### src/logic/serial_link_defines.svh
// Serial link build-time constants
// Lane count, word width, credit depth and divider limits

`ifndef SERIAL_LINK_DEFINES_SVH
`define SERIAL_LINK_DEFINES_SVH

// Wire side
`define SL_NUM_LANES      4

// Message word and credit counts
`define SL_DATA_W         32
`define SL_NUM_CREDITS    4
`define SL_CREDIT_W       3

// Forwarded clock divider
`define SL_MAX_CLK_DIV    64
`define SL_DIV_W          7
`define SL_RESET_CLK_DIV  4

// 40 payload bits over 4 lanes
`define SL_PAYLOAD_BEATS  10

`endif

### src/logic/serial_link_pkg.sv
// Serial link shared types
// Payload tag, register address map and payload layout

`default_nettype none

`include "serial_link_defines.svh"

package serial_link_pkg;

  // Payload kinds on the link
  typedef enum logic [1:0] {
    TAG_NONE   = 2'd0,
    TAG_DATA   = 2'd1,
    TAG_CREDIT = 2'd2
  } tag_e;

  // Register map
  typedef enum logic [1:0] {
    CFG_CTRL    = 2'd0,
    CFG_CLK_DIV = 2'd1,
    CFG_STATUS  = 2'd2
  } cfg_addr_e;

  // One payload, sent least significant beat first
  typedef struct packed {
    tag_e                    tag;
    logic [`SL_CREDIT_W-1:0] credit;
    logic [2:0]              rsvd;
    logic [`SL_DATA_W-1:0]   data;
  } payload_t;

endpackage

`default_nettype wire

### src/logic/serial_link_network.sv
// Serial link network layer
// Message register, credit flow control, credit return and receive FIFO

`timescale 1ns/1ps
`default_nettype none

`include "serial_link_defines.svh"

module serial_link_network
  import serial_link_pkg::*;
(
  input  wire logic                    clk_i,
  input  wire logic                    rst_n_i,
  input  wire logic                    link_en_i,
  // User side
  input  wire logic                    msg_send_i,
  input  wire logic [`SL_DATA_W-1:0]   msg_data_i,
  output logic                         tx_ready_o,
  output logic                         rx_valid_o,
  output logic [`SL_DATA_W-1:0]        rx_data_o,
  input  wire logic                    rx_pop_i,
  // Data link side
  output payload_t                     tx_payload_o,
  output logic                         tx_payload_valid_o,
  input  wire logic                    tx_busy_i,
  input  wire payload_t                rx_payload_i,
  input  wire logic                    rx_payload_valid_i,
  // Status
  output logic [`SL_CREDIT_W-1:0]      credits_o,
  output logic [`SL_CREDIT_W-1:0]      rx_fill_o
);

  localparam int unsigned PTR_W = $clog2(`SL_NUM_CREDITS);

  logic                    msg_valid_q;
  logic [`SL_DATA_W-1:0]   msg_data_q;
  logic [`SL_CREDIT_W-1:0] credits_q;
  logic [`SL_CREDIT_W-1:0] pending_q;
  logic [`SL_CREDIT_W-1:0] rx_credit;
  logic                    send_data;

  logic [`SL_DATA_W-1:0]   fifo_mem [`SL_NUM_CREDITS];
  logic [PTR_W-1:0]        wr_ptr_q;
  logic [PTR_W-1:0]        rd_ptr_q;
  logic [`SL_CREDIT_W-1:0] fifo_cnt_q;
  logic                    fifo_push;
  logic                    fifo_pop;

  ////////////////////////////////////////////////////////////
  // Transmit side
  ////////////////////////////////////////////////////////////

  // One message in flight between user and data link
  assign tx_ready_o = link_en_i && (credits_q != '0) && !msg_valid_q;

  always_ff @(posedge clk_i) begin
    if (!rst_n_i) begin
      msg_valid_q <= 1'b0;
    end else if (msg_send_i && tx_ready_o) begin
      msg_valid_q <= 1'b1;
    end else if (send_data) begin
      msg_valid_q <= 1'b0;
    end
  end

  always_ff @(posedge clk_i) begin
    if (msg_send_i && tx_ready_o) begin
      msg_data_q <= msg_data_i;
    end
  end

  // Data wins over a credit-only payload, both carry the pending credits
  always_comb begin
    tx_payload_o        = '0;
    tx_payload_o.credit = pending_q;
    tx_payload_valid_o  = 1'b0;
    if (!tx_busy_i) begin
      if (msg_valid_q) begin
        tx_payload_o.tag   = TAG_DATA;
        tx_payload_o.data  = msg_data_q;
        tx_payload_valid_o = 1'b1;
      end else if (pending_q != '0) begin
        tx_payload_o.tag   = TAG_CREDIT;
        tx_payload_valid_o = 1'b1;
      end
    end
  end

  assign send_data = tx_payload_valid_o && msg_valid_q;

  ////////////////////////////////////////////////////////////
  // Credit accounting
  ////////////////////////////////////////////////////////////

  // Credits returned by the far side
  assign rx_credit = (rx_payload_valid_i && rx_payload_i.tag != TAG_NONE) ?
                     rx_payload_i.credit : '0;

  always_ff @(posedge clk_i) begin
    if (!rst_n_i) begin
      credits_q <= `SL_CREDIT_W'(`SL_NUM_CREDITS);
      pending_q <= '0;
    end else begin
      credits_q <= credits_q - `SL_CREDIT_W'(send_data) + rx_credit;
      // Pending credits are handed over on every payload sent
      pending_q <= (tx_payload_valid_o ? '0 : pending_q) + `SL_CREDIT_W'(fifo_pop);
    end
  end

  ////////////////////////////////////////////////////////////
  // Receive FIFO
  ////////////////////////////////////////////////////////////

  assign fifo_push = rx_payload_valid_i && (rx_payload_i.tag == TAG_DATA);
  assign fifo_pop  = rx_pop_i && rx_valid_o;

  always_ff @(posedge clk_i) begin
    if (fifo_push) begin
      fifo_mem[wr_ptr_q] <= rx_payload_i.data;
    end
  end

  // Depth is a power of two, pointers wrap on their own
  always_ff @(posedge clk_i) begin
    if (!rst_n_i) begin
      wr_ptr_q   <= '0;
      rd_ptr_q   <= '0;
      fifo_cnt_q <= '0;
    end else begin
      if (fifo_push) begin
        wr_ptr_q <= wr_ptr_q + 1'b1;
      end
      if (fifo_pop) begin
        rd_ptr_q <= rd_ptr_q + 1'b1;
      end
      fifo_cnt_q <= fifo_cnt_q + `SL_CREDIT_W'(fifo_push) - `SL_CREDIT_W'(fifo_pop);
    end
  end

  assign rx_valid_o = (fifo_cnt_q != '0);
  assign rx_data_o  = fifo_mem[rd_ptr_q];
  assign credits_o  = credits_q;
  assign rx_fill_o  = fifo_cnt_q;

  // Credits returned from the far end can never exceed what was issued
  credit_bound_a: assert property (@(posedge clk_i) disable iff (!rst_n_i)
    credits_q <= `SL_NUM_CREDITS)
    else $error("credit counter above SL_NUM_CREDITS");

  // Sender credit loop guarantees room for every received data payload
  fifo_no_overflow_a: assert property (@(posedge clk_i) disable iff (!rst_n_i)
    fifo_push |-> (fifo_cnt_q < `SL_NUM_CREDITS))
    else $error("receive FIFO written while full");

endmodule

`default_nettype wire

### src/logic/serial_link_data_link.sv
// Serial link data link layer
// Payload to beat serializer and beat to payload deserializer

`timescale 1ns/1ps
`default_nettype none

`include "serial_link_defines.svh"

module serial_link_data_link
  import serial_link_pkg::*;
(
  input  wire logic                      clk_i,
  input  wire logic                      rst_n_i,
  // Network side
  input  wire payload_t                  tx_payload_i,
  input  wire logic                      tx_payload_valid_i,
  output logic                           tx_busy_o,
  output payload_t                       rx_payload_o,
  output logic                           rx_payload_valid_o,
  // Physical side
  output logic [`SL_NUM_LANES-1:0]       beat_data_o,
  output logic                           beat_send_o,
  input  wire logic                      beat_busy_i,
  input  wire logic [`SL_NUM_LANES-1:0]  rx_beat_i,
  input  wire logic                      rx_beat_valid_i
);

  localparam int unsigned PAYLOAD_W = $bits(payload_t);
  localparam int unsigned CNT_W     = $clog2(`SL_PAYLOAD_BEATS + 1);

  logic [PAYLOAD_W-1:0] tx_shift_q;
  logic [CNT_W-1:0]     tx_cnt_q;
  logic [PAYLOAD_W-1:0] rx_shift_q;
  logic [CNT_W-1:0]     rx_cnt_q;
  logic                 rx_done_q;
  logic                 rx_last;

  ////////////////////////////////////////////////////////////
  // Transmit, least significant beat first
  ////////////////////////////////////////////////////////////

  assign tx_busy_o   = (tx_cnt_q != '0);
  assign beat_send_o = tx_busy_o && !beat_busy_i;
  assign beat_data_o = tx_shift_q[`SL_NUM_LANES-1:0];

  always_ff @(posedge clk_i) begin
    if (!rst_n_i) begin
      tx_cnt_q <= '0;
    end else if (tx_payload_valid_i) begin
      tx_cnt_q <= CNT_W'(`SL_PAYLOAD_BEATS);
    end else if (beat_send_o) begin
      tx_cnt_q <= tx_cnt_q - 1'b1;
    end
  end

  always_ff @(posedge clk_i) begin
    if (tx_payload_valid_i) begin
      tx_shift_q <= tx_payload_i;
    end else if (beat_send_o) begin
      tx_shift_q <= tx_shift_q >> `SL_NUM_LANES;
    end
  end

  ////////////////////////////////////////////////////////////
  // Receive
  ////////////////////////////////////////////////////////////

  assign rx_last = (rx_cnt_q == CNT_W'(`SL_PAYLOAD_BEATS - 1));

  always_ff @(posedge clk_i) begin
    if (!rst_n_i) begin
      rx_cnt_q  <= '0;
      rx_done_q <= 1'b0;
    end else begin
      rx_done_q <= rx_beat_valid_i && rx_last;
      if (rx_beat_valid_i) begin
        rx_cnt_q <= rx_last ? '0 : rx_cnt_q + 1'b1;
      end
    end
  end

  // New beats enter at the top and move down
  always_ff @(posedge clk_i) begin
    if (rx_beat_valid_i) begin
      rx_shift_q <= {rx_beat_i, rx_shift_q[PAYLOAD_W-1:`SL_NUM_LANES]};
    end
  end

  assign rx_payload_o       = payload_t'(rx_shift_q);
  assign rx_payload_valid_o = rx_done_q;

  // Network must wait for the serializer to drain
  no_payload_while_busy_a: assert property (@(posedge clk_i) disable iff (!rst_n_i)
    tx_payload_valid_i |-> !tx_busy_o)
    else $error("payload handed over while serializer busy");

endmodule

`default_nettype wire

### src/logic/serial_link_physical.sv
// Serial link physical layer
// Clock divider, forwarded clock and lane driver
// Forwarded clock synchronizer and rising edge beat sampler

`timescale 1ns/1ps
`default_nettype none

`include "serial_link_defines.svh"

module serial_link_physical (
  input  wire logic                      clk_i,
  input  wire logic                      rst_n_i,
  input  wire logic [`SL_DIV_W-1:0]      clk_div_i,
  // Data link side
  input  wire logic [`SL_NUM_LANES-1:0]  beat_data_i,
  input  wire logic                      beat_send_i,
  output logic                           beat_busy_o,
  output logic [`SL_NUM_LANES-1:0]       rx_beat_o,
  output logic                           rx_beat_valid_o,
  // Wire side
  output logic [`SL_NUM_LANES-1:0]       lanes_o,
  output logic                           fwd_clk_o,
  input  wire logic [`SL_NUM_LANES-1:0]  lanes_i,
  input  wire logic                      fwd_clk_i
);

  logic                     busy_q;
  logic [`SL_DIV_W-1:0]     phase_q;
  logic [`SL_DIV_W-1:0]     phase_next;
  logic [`SL_DIV_W-1:0]     half_div;
  logic                     last_phase;
  logic                     load;
  logic                     fwd_clk_q;
  logic [`SL_NUM_LANES-1:0] lanes_q;

  logic [2:0]               fwd_sync_q;
  logic                     fwd_rise;
  logic [`SL_NUM_LANES-1:0] lanes_sync1_q;
  logic [`SL_NUM_LANES-1:0] lanes_sync2_q;
  logic [`SL_NUM_LANES-1:0] rx_beat_q;
  logic                     rx_beat_valid_q;

  ////////////////////////////////////////////////////////////
  // Transmit
  ////////////////////////////////////////////////////////////

  assign half_div   = clk_div_i >> 1;
  assign phase_next = phase_q + 1'b1;
  // A shrinking divider must not trap the counter
  assign last_phase = (phase_q >= clk_div_i - 1'b1);

  // Next beat may load in the last phase, so a beat lasts clk_div cycles
  assign beat_busy_o = busy_q && !last_phase;
  assign load        = beat_send_i && !beat_busy_o;

  // Lanes change with the falling forwarded clock, rise at half the beat
  always_ff @(posedge clk_i) begin
    if (!rst_n_i) begin
      busy_q    <= 1'b0;
      phase_q   <= '0;
      fwd_clk_q <= 1'b0;
      lanes_q   <= '0;
    end else if (load) begin
      busy_q    <= 1'b1;
      phase_q   <= '0;
      fwd_clk_q <= 1'b0;
      lanes_q   <= beat_data_i;
    end else if (busy_q) begin
      if (last_phase) begin
        busy_q    <= 1'b0;
        phase_q   <= '0;
        fwd_clk_q <= 1'b0;
      end else begin
        phase_q   <= phase_next;
        fwd_clk_q <= (phase_next >= half_div);
      end
    end
  end

  assign lanes_o   = lanes_q;
  assign fwd_clk_o = fwd_clk_q;

  ////////////////////////////////////////////////////////////
  // Receive
  ////////////////////////////////////////////////////////////

  // Two sync stages plus one history bit for edge detection
  always_ff @(posedge clk_i) begin
    if (!rst_n_i) begin
      fwd_sync_q      <= '0;
      rx_beat_valid_q <= 1'b0;
    end else begin
      fwd_sync_q      <= {fwd_sync_q[1:0], fwd_clk_i};
      rx_beat_valid_q <= fwd_rise;
    end
  end

  assign fwd_rise = fwd_sync_q[1] && !fwd_sync_q[2];

  // Lanes go through the same depth as the clock to stay aligned
  always_ff @(posedge clk_i) begin
    lanes_sync1_q <= lanes_i;
    lanes_sync2_q <= lanes_sync1_q;
    if (fwd_rise) begin
      rx_beat_q <= lanes_sync2_q;
    end
  end

  assign rx_beat_o       = rx_beat_q;
  assign rx_beat_valid_o = rx_beat_valid_q;

  // Register block must hand over an even divider of at least 2
  clk_div_legal_a: assert property (@(posedge clk_i) disable iff (!rst_n_i)
    busy_q |-> (clk_div_i >= 2) && !clk_div_i[0])
    else $error("illegal clock divider %0d", clk_div_i);

endmodule

`default_nettype wire

### src/logic/serial_link_cfg_regs.sv
// Serial link configuration registers
// Link enable, clock divider and read-only status

`timescale 1ns/1ps
`default_nettype none

`include "serial_link_defines.svh"

module serial_link_cfg_regs
  import serial_link_pkg::*;
(
  input  wire logic                    clk_i,
  input  wire logic                    rst_n_i,
  input  wire logic                    cfg_we_i,
  input  wire cfg_addr_e               cfg_addr_i,
  input  wire logic [31:0]             cfg_wdata_i,
  output logic [31:0]                  cfg_rdata_o,
  output logic                         link_en_o,
  output logic [`SL_DIV_W-1:0]         clk_div_o,
  input  wire logic [`SL_CREDIT_W-1:0] credits_i,
  input  wire logic [`SL_CREDIT_W-1:0] rx_fill_i
);

  logic                 link_en_q;
  logic [`SL_DIV_W-1:0] clk_div_q;

  // Status is read-only, writes there fall through
  always_ff @(posedge clk_i) begin
    if (!rst_n_i) begin
      link_en_q <= 1'b0;
      clk_div_q <= `SL_DIV_W'(`SL_RESET_CLK_DIV);
    end else if (cfg_we_i) begin
      case (cfg_addr_i)
        CFG_CTRL:    link_en_q <= cfg_wdata_i[0];
        CFG_CLK_DIV: clk_div_q <= cfg_wdata_i[`SL_DIV_W-1:0];
        default:     ;
      endcase
    end
  end

  always_comb begin
    cfg_rdata_o = '0;
    case (cfg_addr_i)
      CFG_CTRL:    cfg_rdata_o[0]             = link_en_q;
      CFG_CLK_DIV: cfg_rdata_o[`SL_DIV_W-1:0] = clk_div_q;
      CFG_STATUS: begin
        cfg_rdata_o[2:0] = credits_i;
        cfg_rdata_o[6:4] = rx_fill_i;
      end
      default:     cfg_rdata_o = '0;
    endcase
  end

  assign link_en_o = link_en_q;
  assign clk_div_o = clk_div_q;

endmodule

`default_nettype wire

### src/logic/serial_link.sv
// Serial link top level
// Network, data link and physical layers with configuration registers

`timescale 1ns/1ps
`default_nettype none

`include "serial_link_defines.svh"

module serial_link
  import serial_link_pkg::*;
(
  input  wire logic                      clk_i,
  input  wire logic                      rst_n_i,
  // User send
  input  wire logic                      msg_send_i,
  input  wire logic [`SL_DATA_W-1:0]     msg_data_i,
  output logic                           tx_ready_o,
  // User receive
  output logic                           rx_valid_o,
  output logic [`SL_DATA_W-1:0]          rx_data_o,
  input  wire logic                      rx_pop_i,
  // Registers
  input  wire logic                      cfg_we_i,
  input  wire cfg_addr_e                 cfg_addr_i,
  input  wire logic [31:0]               cfg_wdata_i,
  output logic [31:0]                    cfg_rdata_o,
  // Wire side
  output logic [`SL_NUM_LANES-1:0]       lanes_o,
  output logic                           fwd_clk_o,
  input  wire logic [`SL_NUM_LANES-1:0]  lanes_i,
  input  wire logic                      fwd_clk_i
);

  logic                     link_en;
  logic [`SL_DIV_W-1:0]     clk_div;
  logic [`SL_CREDIT_W-1:0]  credits;
  logic [`SL_CREDIT_W-1:0]  rx_fill;

  payload_t                 tx_payload;
  logic                     tx_payload_valid;
  logic                     tx_busy;
  payload_t                 rx_payload;
  logic                     rx_payload_valid;

  logic [`SL_NUM_LANES-1:0] beat_data;
  logic                     beat_send;
  logic                     beat_busy;
  logic [`SL_NUM_LANES-1:0] rx_beat;
  logic                     rx_beat_valid;

  ////////////////////////////////////////////////////////////
  // Layers
  ////////////////////////////////////////////////////////////

  serial_link_network u_network (
    .clk_i              ( clk_i            ),
    .rst_n_i            ( rst_n_i          ),
    .link_en_i          ( link_en          ),
    .msg_send_i         ( msg_send_i       ),
    .msg_data_i         ( msg_data_i       ),
    .tx_ready_o         ( tx_ready_o       ),
    .rx_valid_o         ( rx_valid_o       ),
    .rx_data_o          ( rx_data_o        ),
    .rx_pop_i           ( rx_pop_i         ),
    .tx_payload_o       ( tx_payload       ),
    .tx_payload_valid_o ( tx_payload_valid ),
    .tx_busy_i          ( tx_busy          ),
    .rx_payload_i       ( rx_payload       ),
    .rx_payload_valid_i ( rx_payload_valid ),
    .credits_o          ( credits          ),
    .rx_fill_o          ( rx_fill          )
  );

  serial_link_data_link u_data_link (
    .clk_i              ( clk_i            ),
    .rst_n_i            ( rst_n_i          ),
    .tx_payload_i       ( tx_payload       ),
    .tx_payload_valid_i ( tx_payload_valid ),
    .tx_busy_o          ( tx_busy          ),
    .rx_payload_o       ( rx_payload       ),
    .rx_payload_valid_o ( rx_payload_valid ),
    .beat_data_o        ( beat_data        ),
    .beat_send_o        ( beat_send        ),
    .beat_busy_i        ( beat_busy        ),
    .rx_beat_i          ( rx_beat          ),
    .rx_beat_valid_i    ( rx_beat_valid    )
  );

  serial_link_physical u_physical (
    .clk_i           ( clk_i         ),
    .rst_n_i         ( rst_n_i       ),
    .clk_div_i       ( clk_div       ),
    .beat_data_i     ( beat_data     ),
    .beat_send_i     ( beat_send     ),
    .beat_busy_o     ( beat_busy     ),
    .rx_beat_o       ( rx_beat       ),
    .rx_beat_valid_o ( rx_beat_valid ),
    .lanes_o         ( lanes_o       ),
    .fwd_clk_o       ( fwd_clk_o     ),
    .lanes_i         ( lanes_i       ),
    .fwd_clk_i       ( fwd_clk_i     )
  );

  ////////////////////////////////////////////////////////////
  // Configuration
  ////////////////////////////////////////////////////////////

  serial_link_cfg_regs u_cfg_regs (
    .clk_i       ( clk_i       ),
    .rst_n_i     ( rst_n_i     ),
    .cfg_we_i    ( cfg_we_i    ),
    .cfg_addr_i  ( cfg_addr_i  ),
    .cfg_wdata_i ( cfg_wdata_i ),
    .cfg_rdata_o ( cfg_rdata_o ),
    .link_en_o   ( link_en     ),
    .clk_div_o   ( clk_div     ),
    .credits_i   ( credits     ),
    .rx_fill_i   ( rx_fill     )
  );

endmodule

`default_nettype wire

### config.mk
export PLATFORM = sky130hd
export DESIGN_NAME = serial_link
export DESIGN_NICKNAME = d
export VERILOG_FILES = /design/src/logic/serial_link_pkg.sv /design/src/logic/serial_link_network.sv /design/src/logic/serial_link_data_link.sv /design/src/logic/serial_link_physical.sv /design/src/logic/serial_link_cfg_regs.sv /design/src/logic/serial_link.sv
export VERILOG_INCLUDE_DIRS = /design/src /design/src/logic
export SDC_FILE = /design/constraint.sdc
export NUM_CORES = 1
export LEC_CHECK = 0
export ABC_AREA = 1
export ABC_CLOCK_PERIOD_IN_PS = 7210
export BUFFER_PORTS_ARGS = -buffer_cell sky130_fd_sc_hd__buf_2
export CAP_MARGIN = 20
export CORE_UTILIZATION = 45
export CTS_CLUSTER_SIZE = 20
export DETAILED_ROUTE_END_ITERATION = 8
export PLACE_DENSITY = 0.72
export SLEW_MARGIN = 20
export SYNTH_ARGS = -nofsm -noshare
export SYNTH_HDL_FRONTEND = slang
export SYNTH_SLANG_ARGS = --single-unit
### constraint.sdc
create_clock -name clk_i -period 7.21 [get_ports clk_i]
set_input_delay 0.3605 -clock clk_i [delete_from_list [all_inputs] [get_ports clk_i]]
set_output_delay 0.3605 -clock clk_i [all_outputs]
set_load 0.02 [all_outputs]
Yosys cells after proc, flatten, opt, wreduce, memory -nomap -nowiden

Memories as Yosys holds them, arrays and structs flattened. A register that Yosys moved wholly into a read port is not among the register bits.
Cells that the tools add are included.
W data, S select, Z words.

$add $sub $neg: 11
Multipliers: 0
Divide/modulo/power cells: 0
Magnitude comparators: 2
Eq/ne operators: 4
Shifts and indexed selects: 0
Mux-type cells: 30
Bitwise logic cells: 1
Reduce and logical (&&, ||, !) cells: 28

Operator list:

| operator              | number |
|---|---|
| $mux W40              | 2 |
| $mux W32              | 2 |
| $logic_and A1 B1 Y1   | 12 |
| $mux W1               | 12 |
| $mux W4               | 3 |
| $mux W2               | 5 |
| $reduce_bool A3 Y1    | 3 |
| $add A7 B1 Y7 const B | 1 |
| $ge A7 B6 Y1          | 1 |
| $ge A7 B7 Y1          | 1 |
| $mux W7               | 1 |
| $sub A7 B1 Y7 const B | 1 |
| $add A3 B1 Y3         | 2 |
| $mux W3               | 2 |
| $pmux W3 S2           | 1 |
| $reduce_bool A2 Y1    | 3 |
| $sub A3 B1 Y3         | 2 |
| $add A2 B1 Y2 const B | 2 |
| $add A4 B1 Y4 const B | 1 |
| $eq A2 B1 Y1 const B  | 2 |
| $eq A4 B4 Y1 const B  | 1 |
| $logic_not A1 Y1      | 4 |
| $pmux W2 S2           | 1 |
| $reduce_and A2 Y1     | 2 |
| 8 further kinds       | 9 |

Register bits after elaboration: 172
Bits in latches: 0
Bits in writable memories: 128
ROM bits: 0
Input port bits: 76
Output and inout port bits: 71
Memories kept: 1

Memories:

| memory             | depth | width | read ports | clocked after Yosys merged registers in | wr ports | RTL line                  | source |
|---|---|---|---|---|---|---|---|
| u_network.fifo_mem | 4     | 32    | 1          | 1                                       | 1        | serial_link_network.sv:42 | `` logic [`SL_DATA_W-1:0] fifo_mem [`SL_NUM_CREDITS]; `` |

Longest topological paths before layout

Gate-level depths: netlist of the first run.

Depth after elaboration: 8
Depth in mapped cells: 16

By module

A second synthesis of the first run with hierarchy kept.

Cell total of the unflattened synthesis: 1109
Area total of the unflattened synthesis: 12453.2 um^2

Modules (own cells, without submodules):

| module                | times used | cells each | area each (um^2) | seq. area each (um^2) |
|---|---|---|---|---|
| serial_link_network   | 1          | 555        | 6996.7           | 5124.9 |
| serial_link_data_link | 1          | 269        | 3321.9           | 2582.5 |
| serial_link_physical  | 1          | 191        | 1480.2           | 620.6 |
| serial_link_cfg_regs  | 1          | 94         | 654.4            | 160.2 |

Worst setup path before layout of the first run

Ideal clock, no wire load.

Path kind: register -> register
Start: register u_cfg_regs.clk_div_q[0] (netlist: u_cfg_regs.clk_div_o[0])
End: register u_data_link.tx_shift_q[0] (enable)
Library setup time: 0.512 ns
Arrival: 2.536 ns
Required time: 6.698 ns
Setup slack: 4.162 ns
Cell stages (with the launch flop): 14
Clock period less this slack: 3.048 ns
Cells stage by stage: dfxtp_1 inv_1 ha_1 nand3_1 nor3_1 xor2_1 ha_1 nand2_1 nor2_1 nor3b_2 nand2_2 nand2_4 buf_6 nand2_1

Word-level cells in the longest chain between the ends: 7

RTL lines:

| element                             | RTL line                    | source |
|---|---|---|
| start, declared                     | serial_link_cfg_regs.sv:25  | `` logic [`SL_DIV_W-1:0] clk_div_q; `` |
| start signal, assigned              | serial_link_cfg_regs.sv:31  | `` clk_div_q <= `SL_DIV_W'(`SL_RESET_CLK_DIV); `` |
| start signal, assigned              | serial_link_cfg_regs.sv:35  | `` CFG_CLK_DIV: clk_div_q <= cfg_wdata_i[`SL_DIV_W-1:0]; `` |
| $sub A7 B1 Y7                       | serial_link_physical.sv:50  | `assign last_phase = (phase_q >= clk_div_i - 1'b1);` |
| $ge A7 B7 Y1                        | serial_link_physical.sv:50  |  |
| $logic_not A1 Y1                    | serial_link_physical.sv:53  | `assign beat_busy_o = busy_q && !last_phase;` |
| $logic_and A1 B1 Y1                 | serial_link_physical.sv:53  |  |
| $logic_not A1 Y1                    | serial_link_data_link.sv:43 | `assign beat_send_o = tx_busy_o && !beat_busy_i;` |
| $logic_and A1 B1 Y1                 | serial_link_data_link.sv:43 |  |
| $reduce_bool A2 Y1 (no source line) | n/a                         |  |
| end signal, assigned                | serial_link_data_link.sv:58 | `tx_shift_q <= tx_payload_i;` |
| end signal, assigned                | serial_link_data_link.sv:60 | `` tx_shift_q <= tx_shift_q >> `SL_NUM_LANES; `` |
| end, declared                       | serial_link_data_link.sv:31 | `logic [PAYLOAD_W-1:0] tx_shift_q;` |

No other way between the ends.
A chain may end at the register's enable or synchronous reset.

Final worst setup path of the first run

Start: register u_cfg_regs.clk_div_q[0] (netlist: u_cfg_regs.clk_div_o[0])
End: register u_data_link.tx_shift_q[27] (enable)

Same word-level chain as after synthesis.

==> impl_results.md, run 1 <==
- H-tree levels: 1
- Main flop type after synthesis: edfxtp_1
- R2r endpoint: u_data_link.tx_shift_q[27]$_DFFE_PP_
- CP startpoint kind: flip-flop
- Reg2reg path depth: 13
- Clk root buf: clkbuf_16
- Max Freq: between 200 and 300 MHz
- Largest family of logic cells by synthesized area: simple AND/OR/NAND/NOR gates
- Post-synthesis instance total: 960
- Worst-path clk slew: about 0.060 ns
- Pin count of the biggest net entering global routing: 66
- Finished Layout Cells: between 1000 and 1500
- Crit path kind: reg2reg
- Final core utilization: between 50% and 60%
- Most common cell in the netlist: edfxtp_1
- Die Height: 164 µm
- Arr. time, crit path: approximately 4.1 ns
- Antenna Cells: 0
- Fraction of final layout cells sized beyond drive strength 1: 14.5%
- Crit end category: flip-flop
- Library cells used by synthesis: 34
- Worst R2R Setup Slack: about 3.4 ns
- Yosys warning total: 0
- Die area: between 20000 and 30000 µm²
- Syn_area_per_cell: around 12 µm²
- Rows: 58
- RR Startpoint: u_cfg_regs.clk_div_o[0]$_SDFFE_PN0P_
- Area delta synth->final: 16.8%
- Worst vdd ir: around 0.22 mV
- Nets: between 1000 and 1500
- Share of the synthesized area in the top cell type: between 60% and 70%
- Detail-routed net length per standard cell: 14.8 µm
- Port Buf Inserts: 96
- GPL Wtd Cong: between 0.7 and 0.8
- Complex-gate fraction of the synthesized area: ~7.5%
- CP cell instances: inv_1 > ha_1 > nand3_1 > nor3_1 > xor2_1 > ha_1 > nand2_1 > nor2_1 > nor3b_2 > nand2_2 > nand2_4 > nand2_1 > buf_4
- Global-route wire length before repair: 33600 µm
- Chip Width: about 160 µm
- Avg Vias per Cell: between 4 and 5
- Postcts setup bufs: 0
- Grt total ovfl: 0
- Routed WL: around 21000 µm
- Total CTS buffers: 29
- FF+latch count, synth: roughly 300
- CTS Sinks: 302
- Power per cell area: between 300 and 400 nW/µm²
- DR DRC count: 0
- Cell area after placement: between 10000 and 15000 µm²
- Pre-antenna DRT Iters: 5
- Final setup fails: 0
- 1st-iter DRT viols: ~600
- Largest area contributor in the netlist: edfxtp_1
- Max-slew violation count: 0
- IO Pins: between 100 and 150
- XOR/XNOR Fraction of Synth Area: a little over 1%
- Detail Placement HPWL: 12600 µm
- TNS Setup: 0 ns
- Crit path to: u_data_link.tx_shift_q[27]$_DFFE_PP_
- Final worst path period share: between 50% and 60%
- Slew @ Worst Pin: about 1.0 ns
- Crit path largest cell delay: ~0.58 ns
- Leak: ~0.0053 µW
- Number of max-cap violations: 0
- Overall Global Routing Usage: 15.9%
- Initial core utilization: roughly 46%
- Core area: 25500 µm²
- Largest cells by area after synthesis: edfxtp_1 61%, dfxtp_1 10%, nand2_1 4.4%
- Worst setup startpoint: u_cfg_regs.clk_div_o[0]$_SDFFE_PN0P_
- # resized after CTS: 0
- Status: finished clean
- Initial antenna violation count: 0
- Skew final: approximately 0.014 ns
- Max clock buf depth: 3
- Slew margin rel.: between 30% and 40%
- Placed cells: 1358
- Post-Synth Adder-Cell Area: approximately 3.6%
- CP max-delay cell: nand2_2
- CP required: approximately 7.4 ns
- Post-synth top cells: 241 x edfxtp_1, 139 x nand2_1, 97 x nor2_1, 88 x o21ai_0, 79 x inv_1
- Post-Layout Inst Area: about 14000 µm²
- HP Class: in2reg
- Mapped cell area: roughly 12000 µm²
- Number of global-route vias before repair: just under 7000
- Number of flops mapped to enable cells by yosys: roughly 240
- Final Hold Fails: 0
- RSZ-0062 raised after global routing: no
- Register area share after synthesis: between 70% and 80%
- Max Fanout on Critical Path: 41
- Minimum clock period: ~3.9 ns
- Post-synthesis mux area share: 0%
- Vias: slightly above 7000
- Async set-reset flop share out of synthesis: 0%
- Antenna Nets Post-Route: 0
- Clk_lat worst skew: approximately 0.54 ns
- Simple-Gate Fraction of Synth Area: between 10% and 20%
- CTS tree: built
registers in the layout (all words and copies together) (netlist names), 4 cells and up, named ones only:
register and flops:
u_data_link.rx_payload_o 40, u_data_link.tx_cnt_q 4, u_data_link.rx_cnt_q 4, u_cfg_regs.clk_div_o 7, u_network.fifo_mem 128, u_physical.phase_q 7
u_physical.lanes_sync2_q 4, u_data_link.tx_shift_q 40, u_network.msg_data_q 32, u_physical.lanes_o 4, u_physical.rx_beat_o 4, u_physical.lanes_sync1_q 4
critical path: cells and delay by family, from the launching register on:
| kind | cells | cell delay, ns |
|---|---|---|
| DFF | 1 | 0.31 |
| adders and majority gates | 2 | 0.54 |
| buffers and inverters | 2 | 0.57 |
| and+or+nand+nor | 8 | 2.01 |
| xor gates and xnor gates | 1 | 0.10 |
report_power, final:
group	leakage (µW)	internal (µW)	total (µW)	switching, µW
clock	0.000427	817	1420	601
combinational	0.00218	292	998	707
sequential	0.00271	2120	2190	67.4
placed cells by master, fill, tap and decap left out, types with 3 or more instances in the layout:
cell / synthesis / routed
dfxtp_1: 61 / 59
conb_1: 1 / 25
clkinv_2: 0 / 3
nand3_1: 44 / 44
clkbuf_1: 23 / 12
nor2_2: 2 / 6
nor3_1: 8 / 8
clkinv_1: 2 / 6
nand2_1: 139 / 139
buf_4: 25 / 11
clkbuf_16: 0 / 29
edfxtp_1: 241 / 241
dlygate4sd3_1: 0 / 37
a21oi_1: 39 / 39
o22ai_1: 32 / 32
inv_2: 2 / 3
xnor2_1: 4 / 4
xor2_1: 10 / 10
nor2_1: 97 / 93
ha_1: 31 / 31
o21ai_0: 88 / 88
buf_2: 5 / 96
inv_1: 79 / 78
metrics by stage:
step / total power, µW / hold WS (ns) / setup slack, ns
finish: 4600 / 0.105 / 3.35
detailed placement: 3210 / 0.314 / 3.38
floorplan: 2950 / 0.310 / 4.16
global route: 4850 / 0.117 / 3.02
CTS: 4650 / 0.0945 / 3.35
global placement: 3180 / 0.317 / 3.39
worst min-delay path by stage:
stage,start,to,slack (ns),cells past startpoint
after floorplan,u_physical.lanes_sync1_q[0]$_DFF_P_,u_physical.lanes_sync2_q[0]$_DFF_P_,0.31,0
after global placement,u_physical.lanes_sync1_q[3]$_DFF_P_,u_physical.lanes_sync2_q[3]$_DFF_P_,0.32,0
after detailed placement,u_physical.lanes_sync1_q[2]$_DFF_P_,u_physical.lanes_sync2_q[2]$_DFF_P_,0.31,0
after CTS,cfg_wdata_i[4],u_cfg_regs.clk_div_o[4]$_SDFFE_PN0P_,0.09,3
after global routing,cfg_wdata_i[2],u_cfg_regs.clk_div_o[2]$_SDFFE_PN1P_,0.12,3
final,cfg_wdata_i[6],u_cfg_regs.clk_div_o[6]$_SDFFE_PN0P_,0.10,3
routing by layer:
metal / part of all wire [%] / GRT usage, % / up-vias
li1: - / - / 3548
met5: 0 / 0 / -
met4: 1.4 / 3.91 / 0
met1: 42 / 19.6 / 3419
met3: 4.9 / 2.73 / 23
met2: 52 / 29.0 / 178
area by class of cell:
type                    count  area, µm²
well taps                 330        413
multi-input cells         536       2770
flip-flops and latches    302       8460
clock inverters            13        123
clock buffers              41        771
repair buffers            144        933
inverters                  83        312
fillers                  2065      11700
cell families (layout without fill, tap and decap cells):
| kind of cell | after synthesis | after routing |
|---|---|---|
| AOI/OAI and AO/OA | 165 | 165 |
| xor gates and xnor gates | 14 | 14 |
| adders and majority gates | 33 | 33 |
| buffers and inverters | 146 | 281 |
| DFF | 302 | 302 |
| other | 1 | 25 |
| and+or+nand+nor | 299 | 299 |
what timing repair did:
action,in CTS,in global routing
endpoints found under the setup margin,0,0
hold endpoints to repair,37,0
hold buffers,37,0
Power figures use the tool's default switching activity.
==> run 2, diff against run 1 <==
--- a/config.mk
+++ b/config.mk
@@ -7,7 +7,7 @@
 export NUM_CORES = 1
 export LEC_CHECK = 0
 export ABC_AREA = 1
-export ABC_CLOCK_PERIOD_IN_PS = 7210
+export ABC_CLOCK_PERIOD_IN_PS = 3700
 export BUFFER_PORTS_ARGS = -buffer_cell sky130_fd_sc_hd__buf_2
 export CAP_MARGIN = 20
 export CORE_UTILIZATION = 45
==> constraint.sdc (replaced) <==
create_clock -name clk_i -period 3.7 [get_ports clk_i]
set_input_delay 0.185 -clock clk_i [delete_from_list [all_inputs] [get_ports clk_i]]
set_output_delay 0.185 -clock clk_i [all_outputs]
set_load 0.02 [all_outputs]
==> impl_results.md, run 2 (synthesis results as in run 1) <==
- R2r endpoint: u_data_link.tx_shift_q[23]$_DFFE_PP_
- Max FFs per register: approximately 130
- Power Total: between 9000 and 10000 µW
- Clk_lat worst skew: ~0.55 ns
- Max Fanout on Critical Path: 25
- 1st-iter DRT viols: around 570
- Grt met1 use: between 20 and 25%
- Most flops, register: u_network.fifo_mem
- Pre-antenna DRT Iters: 5
- Antenna Cells: 0
- Overall Global Routing Usage: between 10% and 20%
- IO Pins: 147
- Global-route wire length before repair: ~35000 µm
- Die Height: ~160 µm
- Max clock buf depth: 3
- Hold path depth: 3
- Detail-routed net length per standard cell: 15.1 µm
- Pin count of the biggest net entering global routing: 65
- Slew @ Worst Pin: slightly above 0.8 ns
- Cell area after placement: roughly 13000 µm²
- Initial core utilization: between 40% and 50%
- Most frequent cells in the layout: 241 x edfxtp_1, 139 x nand2_1, 96 x buf_2
- Rows: 58
- Power share of the clock group: roughly 32%
- Crit end category: flip-flop
- H-tree levels: 1
- Leak: around 0.0054 µW
- Slew margin rel.: between 40% and 50%
- Number of global-route vias before repair: 7117
- Port Buf Inserts: 96
- Grt total ovfl: 0
- GPL Wtd Cong: around 0.8
- Fraction of final layout cells sized beyond drive strength 1: 15.0%
- Commonest non-fill, non-tap cell in the layout: edfxtp_1
- Hold path start: rst_n_i
- Routed WL: ~22000 µm
- GRT busiest layer: met2
- Grt met2 use: between 20 and 30%
- CP startpoint kind: flip-flop
- Arr. time, crit path: ~2.9 ns
- Fin worst setup slack: roughly 1.0 ns
- # resized after CTS: 0
- Crit path kind: reg2reg
- Vias: between 7000 and 8000
- Antenna Nets Post-Route: 0
- Max Freq: ~370 MHz
- Detail Placement HPWL: about 13000 µm
- CTS tree: built
- Final Hold Fails: 0
- Skew final: 0.0137 ns
- Setup WS pre-CTS: 0.989 ns
- Power per cell area: between 600 and 700 nW/µm²
- Post-CTS Hold Fix Bufs: between 40 and 50
- RSZ-0062 raised after global routing: no
- Worst vdd ir: 0.543 mV
- Minimum clock period: 2.70 ns
- Postcts setup bufs: 0
- Final setup fails: 0
- Status: finished clean
- Max-slew violation count: 0
- DR DRC count: 0
- Avg Vias per Cell: between 4 and 5
- Total CTS buffers: 30
- Comb pwr share: between 20% and 30%
- Worst hold path endpoint: u_physical.fwd_sync_q[0]$_SDFF_PN0_
- Final worst path period share: ~73%
- Nets: 1220
- Post-Layout Inst Area: between 10000 and 15000 µm²
- Initial antenna violation count: 0
- Worst R2R Setup Slack: 1.0 ns
- Chip Width: about 160 µm
- TNS Setup: 0 ns
- Flop pwr share: between 40% and 50%
- Psw: between 2000 and 3000 µW
- Number of max-cap violations: 0
- Worst-path clk slew: ~0.06 ns
- HP Class: in2reg
- Sw Ratio: between 20% and 30%
- Reg2reg path depth: 13
- Clk root buf: clkbuf_16
- CP required: 3.91 ns
- Internal power: 6510 µW
- Die area: about 27000 µm²
- RR Startpoint: u_cfg_regs.clk_div_o[0]$_SDFFE_PN0P_
- Core area: between 20000 and 30000 µm²
- CTS Sinks: roughly 300
- Area delta synth->final: 18.6%
- Met3 Use GR: roughly 2.9%
-- run 2: cell count changes in the layout (fill, tap and decap cells not counted), sizes merged --
cell	delta
dlygate4sd3	+10
buf	+4
clkbuf	+4
clkinvlp	-2
bufinv	+1
inv	-1
-- run 2: worst max path at each step --
stage                                                    start                              endpoint  depth (start not counted)
after floorplan           u_cfg_regs.clk_div_o[0]$_SDFFE_PN0P_   u_data_link.tx_shift_q[0]$_DFFE_PP_                         13
after global placement    u_cfg_regs.clk_div_o[0]$_SDFFE_PN0P_  u_data_link.tx_shift_q[27]$_DFFE_PP_                         13
after detailed placement  u_cfg_regs.clk_div_o[0]$_SDFFE_PN0P_  u_data_link.tx_shift_q[25]$_DFFE_PP_                         13
after CTS                 u_cfg_regs.clk_div_o[0]$_SDFFE_PN0P_  u_data_link.tx_shift_q[25]$_DFFE_PP_                         13
after global routing      u_cfg_regs.clk_div_o[0]$_SDFFE_PN0P_  u_data_link.tx_shift_q[23]$_DFFE_PP_                         13
final                     u_cfg_regs.clk_div_o[0]$_SDFFE_PN0P_  u_data_link.tx_shift_q[23]$_DFFE_PP_                         13
-- run 2: critical path, cell delays in order (launching register included) --
cell,delay (ns)
dfxtp_1,0.31
inv_1,0.13
ha_1,0.20
nand3_1,0.14
nor3_1,0.20
xor2_1,0.10
ha_1,0.32
nand2_1,0.07
nor2_1,0.10
nand2_1,0.07
nand2_2,0.14
nand2_4,0.15
nand2_1,0.13
buf_4,0.32
-- run 2: area by class of cell --
| class | instances | area, µm² |
|---|---|---|
| well taps | 330 | 413 |
| flip-flops and latches | 302 | 8460 |
| clock buffers | 45 | 837 |
| multi-input cells | 536 | 2770 |
| clock inverters | 11 | 143 |
| fillers | 2050 | 11500 |
| inverters | 83 | 312 |
| repair buffers | 158 | 1060 |
-- run 2: through the flow --
step	cells	utilization (%)	hold WS, ns
floorplan	984	-	0.213
global placement	1362	49.3	0.291
detailed placement	1362	49.3	0.289
CTS	1465	54.9	0.0860
global route	1465	54.9	0.0985
finish	1465	54.9	0.110
-- run 2: power by group through the flow --
stage	Clock [µW]	Combinational (µW)	Sequential, µW
final	2970	2010	4270
after global routing	3180	2250	4300
after CTS	3040	2020	4270
after detailed placement	0	1970	4340
after global placement	0	1910	4320
after floorplan	0	1410	4330
-- run 2: layer usage --
metal / vias to the layer above / part of all wire (%)
met2: 203 / 50
met3: 42 / 5.4
met5: - / 0
met1: 3473 / 41
met4: 0 / 3.2
li1: 3582 / -
==> run 3, diff against run 2 <==
--- a/config.mk
+++ b/config.mk
@@ -7,7 +7,7 @@
 export NUM_CORES = 1
 export LEC_CHECK = 0
 export ABC_AREA = 1
-export ABC_CLOCK_PERIOD_IN_PS = 3700
+export ABC_CLOCK_PERIOD_IN_PS = 2500
 export BUFFER_PORTS_ARGS = -buffer_cell sky130_fd_sc_hd__buf_2
 export CAP_MARGIN = 20
 export CORE_UTILIZATION = 45
==> constraint.sdc (replaced) <==
create_clock -name clk_i -period 2.5 [get_ports clk_i]
set_input_delay 0.125 -clock clk_i [delete_from_list [all_inputs] [get_ports clk_i]]
set_output_delay 0.125 -clock clk_i [all_outputs]
set_load 0.02 [all_outputs]
==> impl_results.md, run 3 (synthesis results as in run 1) <==
- Status: complete, but fails checks
- Failing checks: setup timing
- Fin worst setup slack: -0.00293 ns
- CP cell instances: inv_2 > ha_4 > nand3_4 > nor3_4 > xor2_1 > ha_1 > nand2_1 > nand2_1 > nor3b_2 > nand2_4 > nand2_8 > buf_12 > o21ai_1
- Minimum clock period: around 2.5 ns
- Crit path largest cell delay: around 0.33 ns
- Power Total: between 10000 and 15000 µW
- Cell area after placement: roughly 13000 µm²
- Initial core utilization: a little under half
- Die Height: around 160 µm
- Post-Layout Inst Area: around 15000 µm²
- Area delta synth->final: 23.5%
- Fraction of final layout cells sized beyond drive strength 1: 20.2%
- Number of global-route vias before repair: 7197
- Seq. cell area: around 8500 µm²
- Slew @ Worst Pin: between 1 and 1.5 ns
- TNS Setup: -0.00393 ns
- Avg Vias per Cell: approximately 5.0
- Initial antenna violation count: 2
- Slew margin rel.: roughly a fifth
- RSZ-0062 raised after global routing: yes
- CP max-delay cell: dfxtp_2
- Final core utilization: 57.2%
- Grt total ovfl: 0
- Commonest non-fill, non-tap cell in the layout: edfxtp_1
- Overall Global Routing Usage: 16.9%
- Final Hold Fails: 0
- Detail Placement HPWL: about 13000 µm
- Final worst path period share: 100%
- Number of max-cap violations: 0
- CP startpoint kind: flip-flop
- Family with the most delay on the worst path: simple AND/OR/NAND/NOR gates
- Skew final: between 0.015 and 0.02 ns
- Port Buf Inserts: 96
- Max-slew violation count: 0
- Total CTS buffers: 30
- Crit path kind: reg2reg
- Chip Width: between 150 and 200 µm
- Final setup fails: 2
- Multi-input gate area: 3030 µm²
- Global-route wire length before repair: between 30000 and 40000 µm
- Power per cell area: 1010 nW/µm²
- HP Class: in2reg
- CTS tree: built
- Antenna Nets Post-Route: 0
- IO Pins: approximately 150
- Core area: between 20000 and 30000 µm²
- Most flops, register: u_network.fifo_mem
- Pin count of the biggest net entering global routing: 65
- Vias: ~7400
- Arr. time, crit path: about 2.8 ns
- Max clock buf depth: 3
- Crit-path most repeated cell: nand2_1
- Clk_lat worst skew: about 0.55 ns
- Clk root buf: clkbuf_16
- Nets: approximately 1200
- Crit end category: flip-flop
- Max Fanout on Critical Path: 5
- Worst vdd ir: roughly 0.7 mV
- CP required: around 2.8 ns
- Rows: 58
- Fill cells: 1995
- H-tree levels: 1
- CTS Sinks: 302
- WP buf/inv: 2
- Detail-routed net length per standard cell: 15.8 µm
- Pre-antenna DRT Iters: 5
- Routed WL: 23500 µm
- Setup WS pre-CTS: -0.0408 ns
- Die area: between 20000 and 30000 µm²
- Max Freq: around 400 MHz
- Most frequent cells in the layout: 241 x edfxtp_1, 132 x nand2_1, 96 x buf_2
- Worst-path clk slew: 0.06 ns
- DR DRC count: 0
- Max FFs per register: roughly 130
- 1st-iter DRT viols: 585
- GPL Wtd Cong: 0.808
- Leak: 0.00567 µW
[run 3: cell count changes in the layout (fill, tap and decap cells not counted), sizes merged, moves of 3 or more]
cell,delta
bufinv,+3
buf,+15
clkinv,+6
clkbuf,-7
[run 3: cell type report]
type,count,share of cell area (%)
sequential,302,58.1
multi-input combinational,537,20.8
timing repair buffer,177,8.93
clock buffer,34,5.26
tap,330,2.83
inverter,83,2.16
clock inverter,22,1.92
antenna,1,0.0172
[run 3: report_power, final]
part / internal, µW / switching [µW] / total, µW
clock network: 2830 / 1850 / 4680
logic: 1270 / 2360 / 3630
registers: 6120 / 244 / 6360
total: 10200 / 4460 / 14700
[run 3: final timing paths]
kind                                              from                                   end  slack (ns)  cells past startpoint
setup / recovery  u_cfg_regs.clk_div_o[1]$_SDFFE_PN0P_  u_data_link.tx_shift_q[29]$_DFFE_PP_      -0.003                     13
hold / removal                                 rst_n_i     u_network.rx_fill_o[0]$_SDFF_PN0_        0.08                      3
hold reg to reg    u_physical.lanes_sync1_q[0]$_DFF_P_   u_physical.lanes_sync2_q[0]$_DFF_P_        0.33                      0
setup reg to reg  u_cfg_regs.clk_div_o[1]$_SDFFE_PN0P_  u_data_link.tx_shift_q[29]$_DFFE_PP_      -0.003                     13
[run 3: metrics by stage]
step,std cells,hold WS (ns)
2_1_floorplan,984,0.153
3_3_place_gp,1375,0.229
3_5_place_dp,1375,0.229
4_1_cts,1478,0.0273
5_1_grt,1485,0.0574
6_report,1486,0.0807
[run 3: tightest hold or removal path, delay by kind of cell]
family / cells / cell delay (ns)
AND/OR/NAND/NOR: 1 / 0.13
buffers and inverters: 2 / 0.33
[run 3: layer usage]
layer	wire (µm)	vias up	GRT usage, %
met5	10	-	0
met4	597	2	4.71
li1	-	3620	-
met2	12000	213	31.0
met1	9740	3540	20.5
met3	1170	48	2.60
[run 3: repair_timing]
| item | 4_1_cts | 5_1_grt |
|---|---|---|
| cloned | 0 | 5 |
| pin swaps | 0 | 18 |
| buffers inserted | 0 | 2 |
| endpoints found under the hold margin | 46 | 0 |
| hold buffers | 47 | 0 |
| endpoints found under the setup margin | 47 | 90 |
| resized for setup | 3 | 57 |
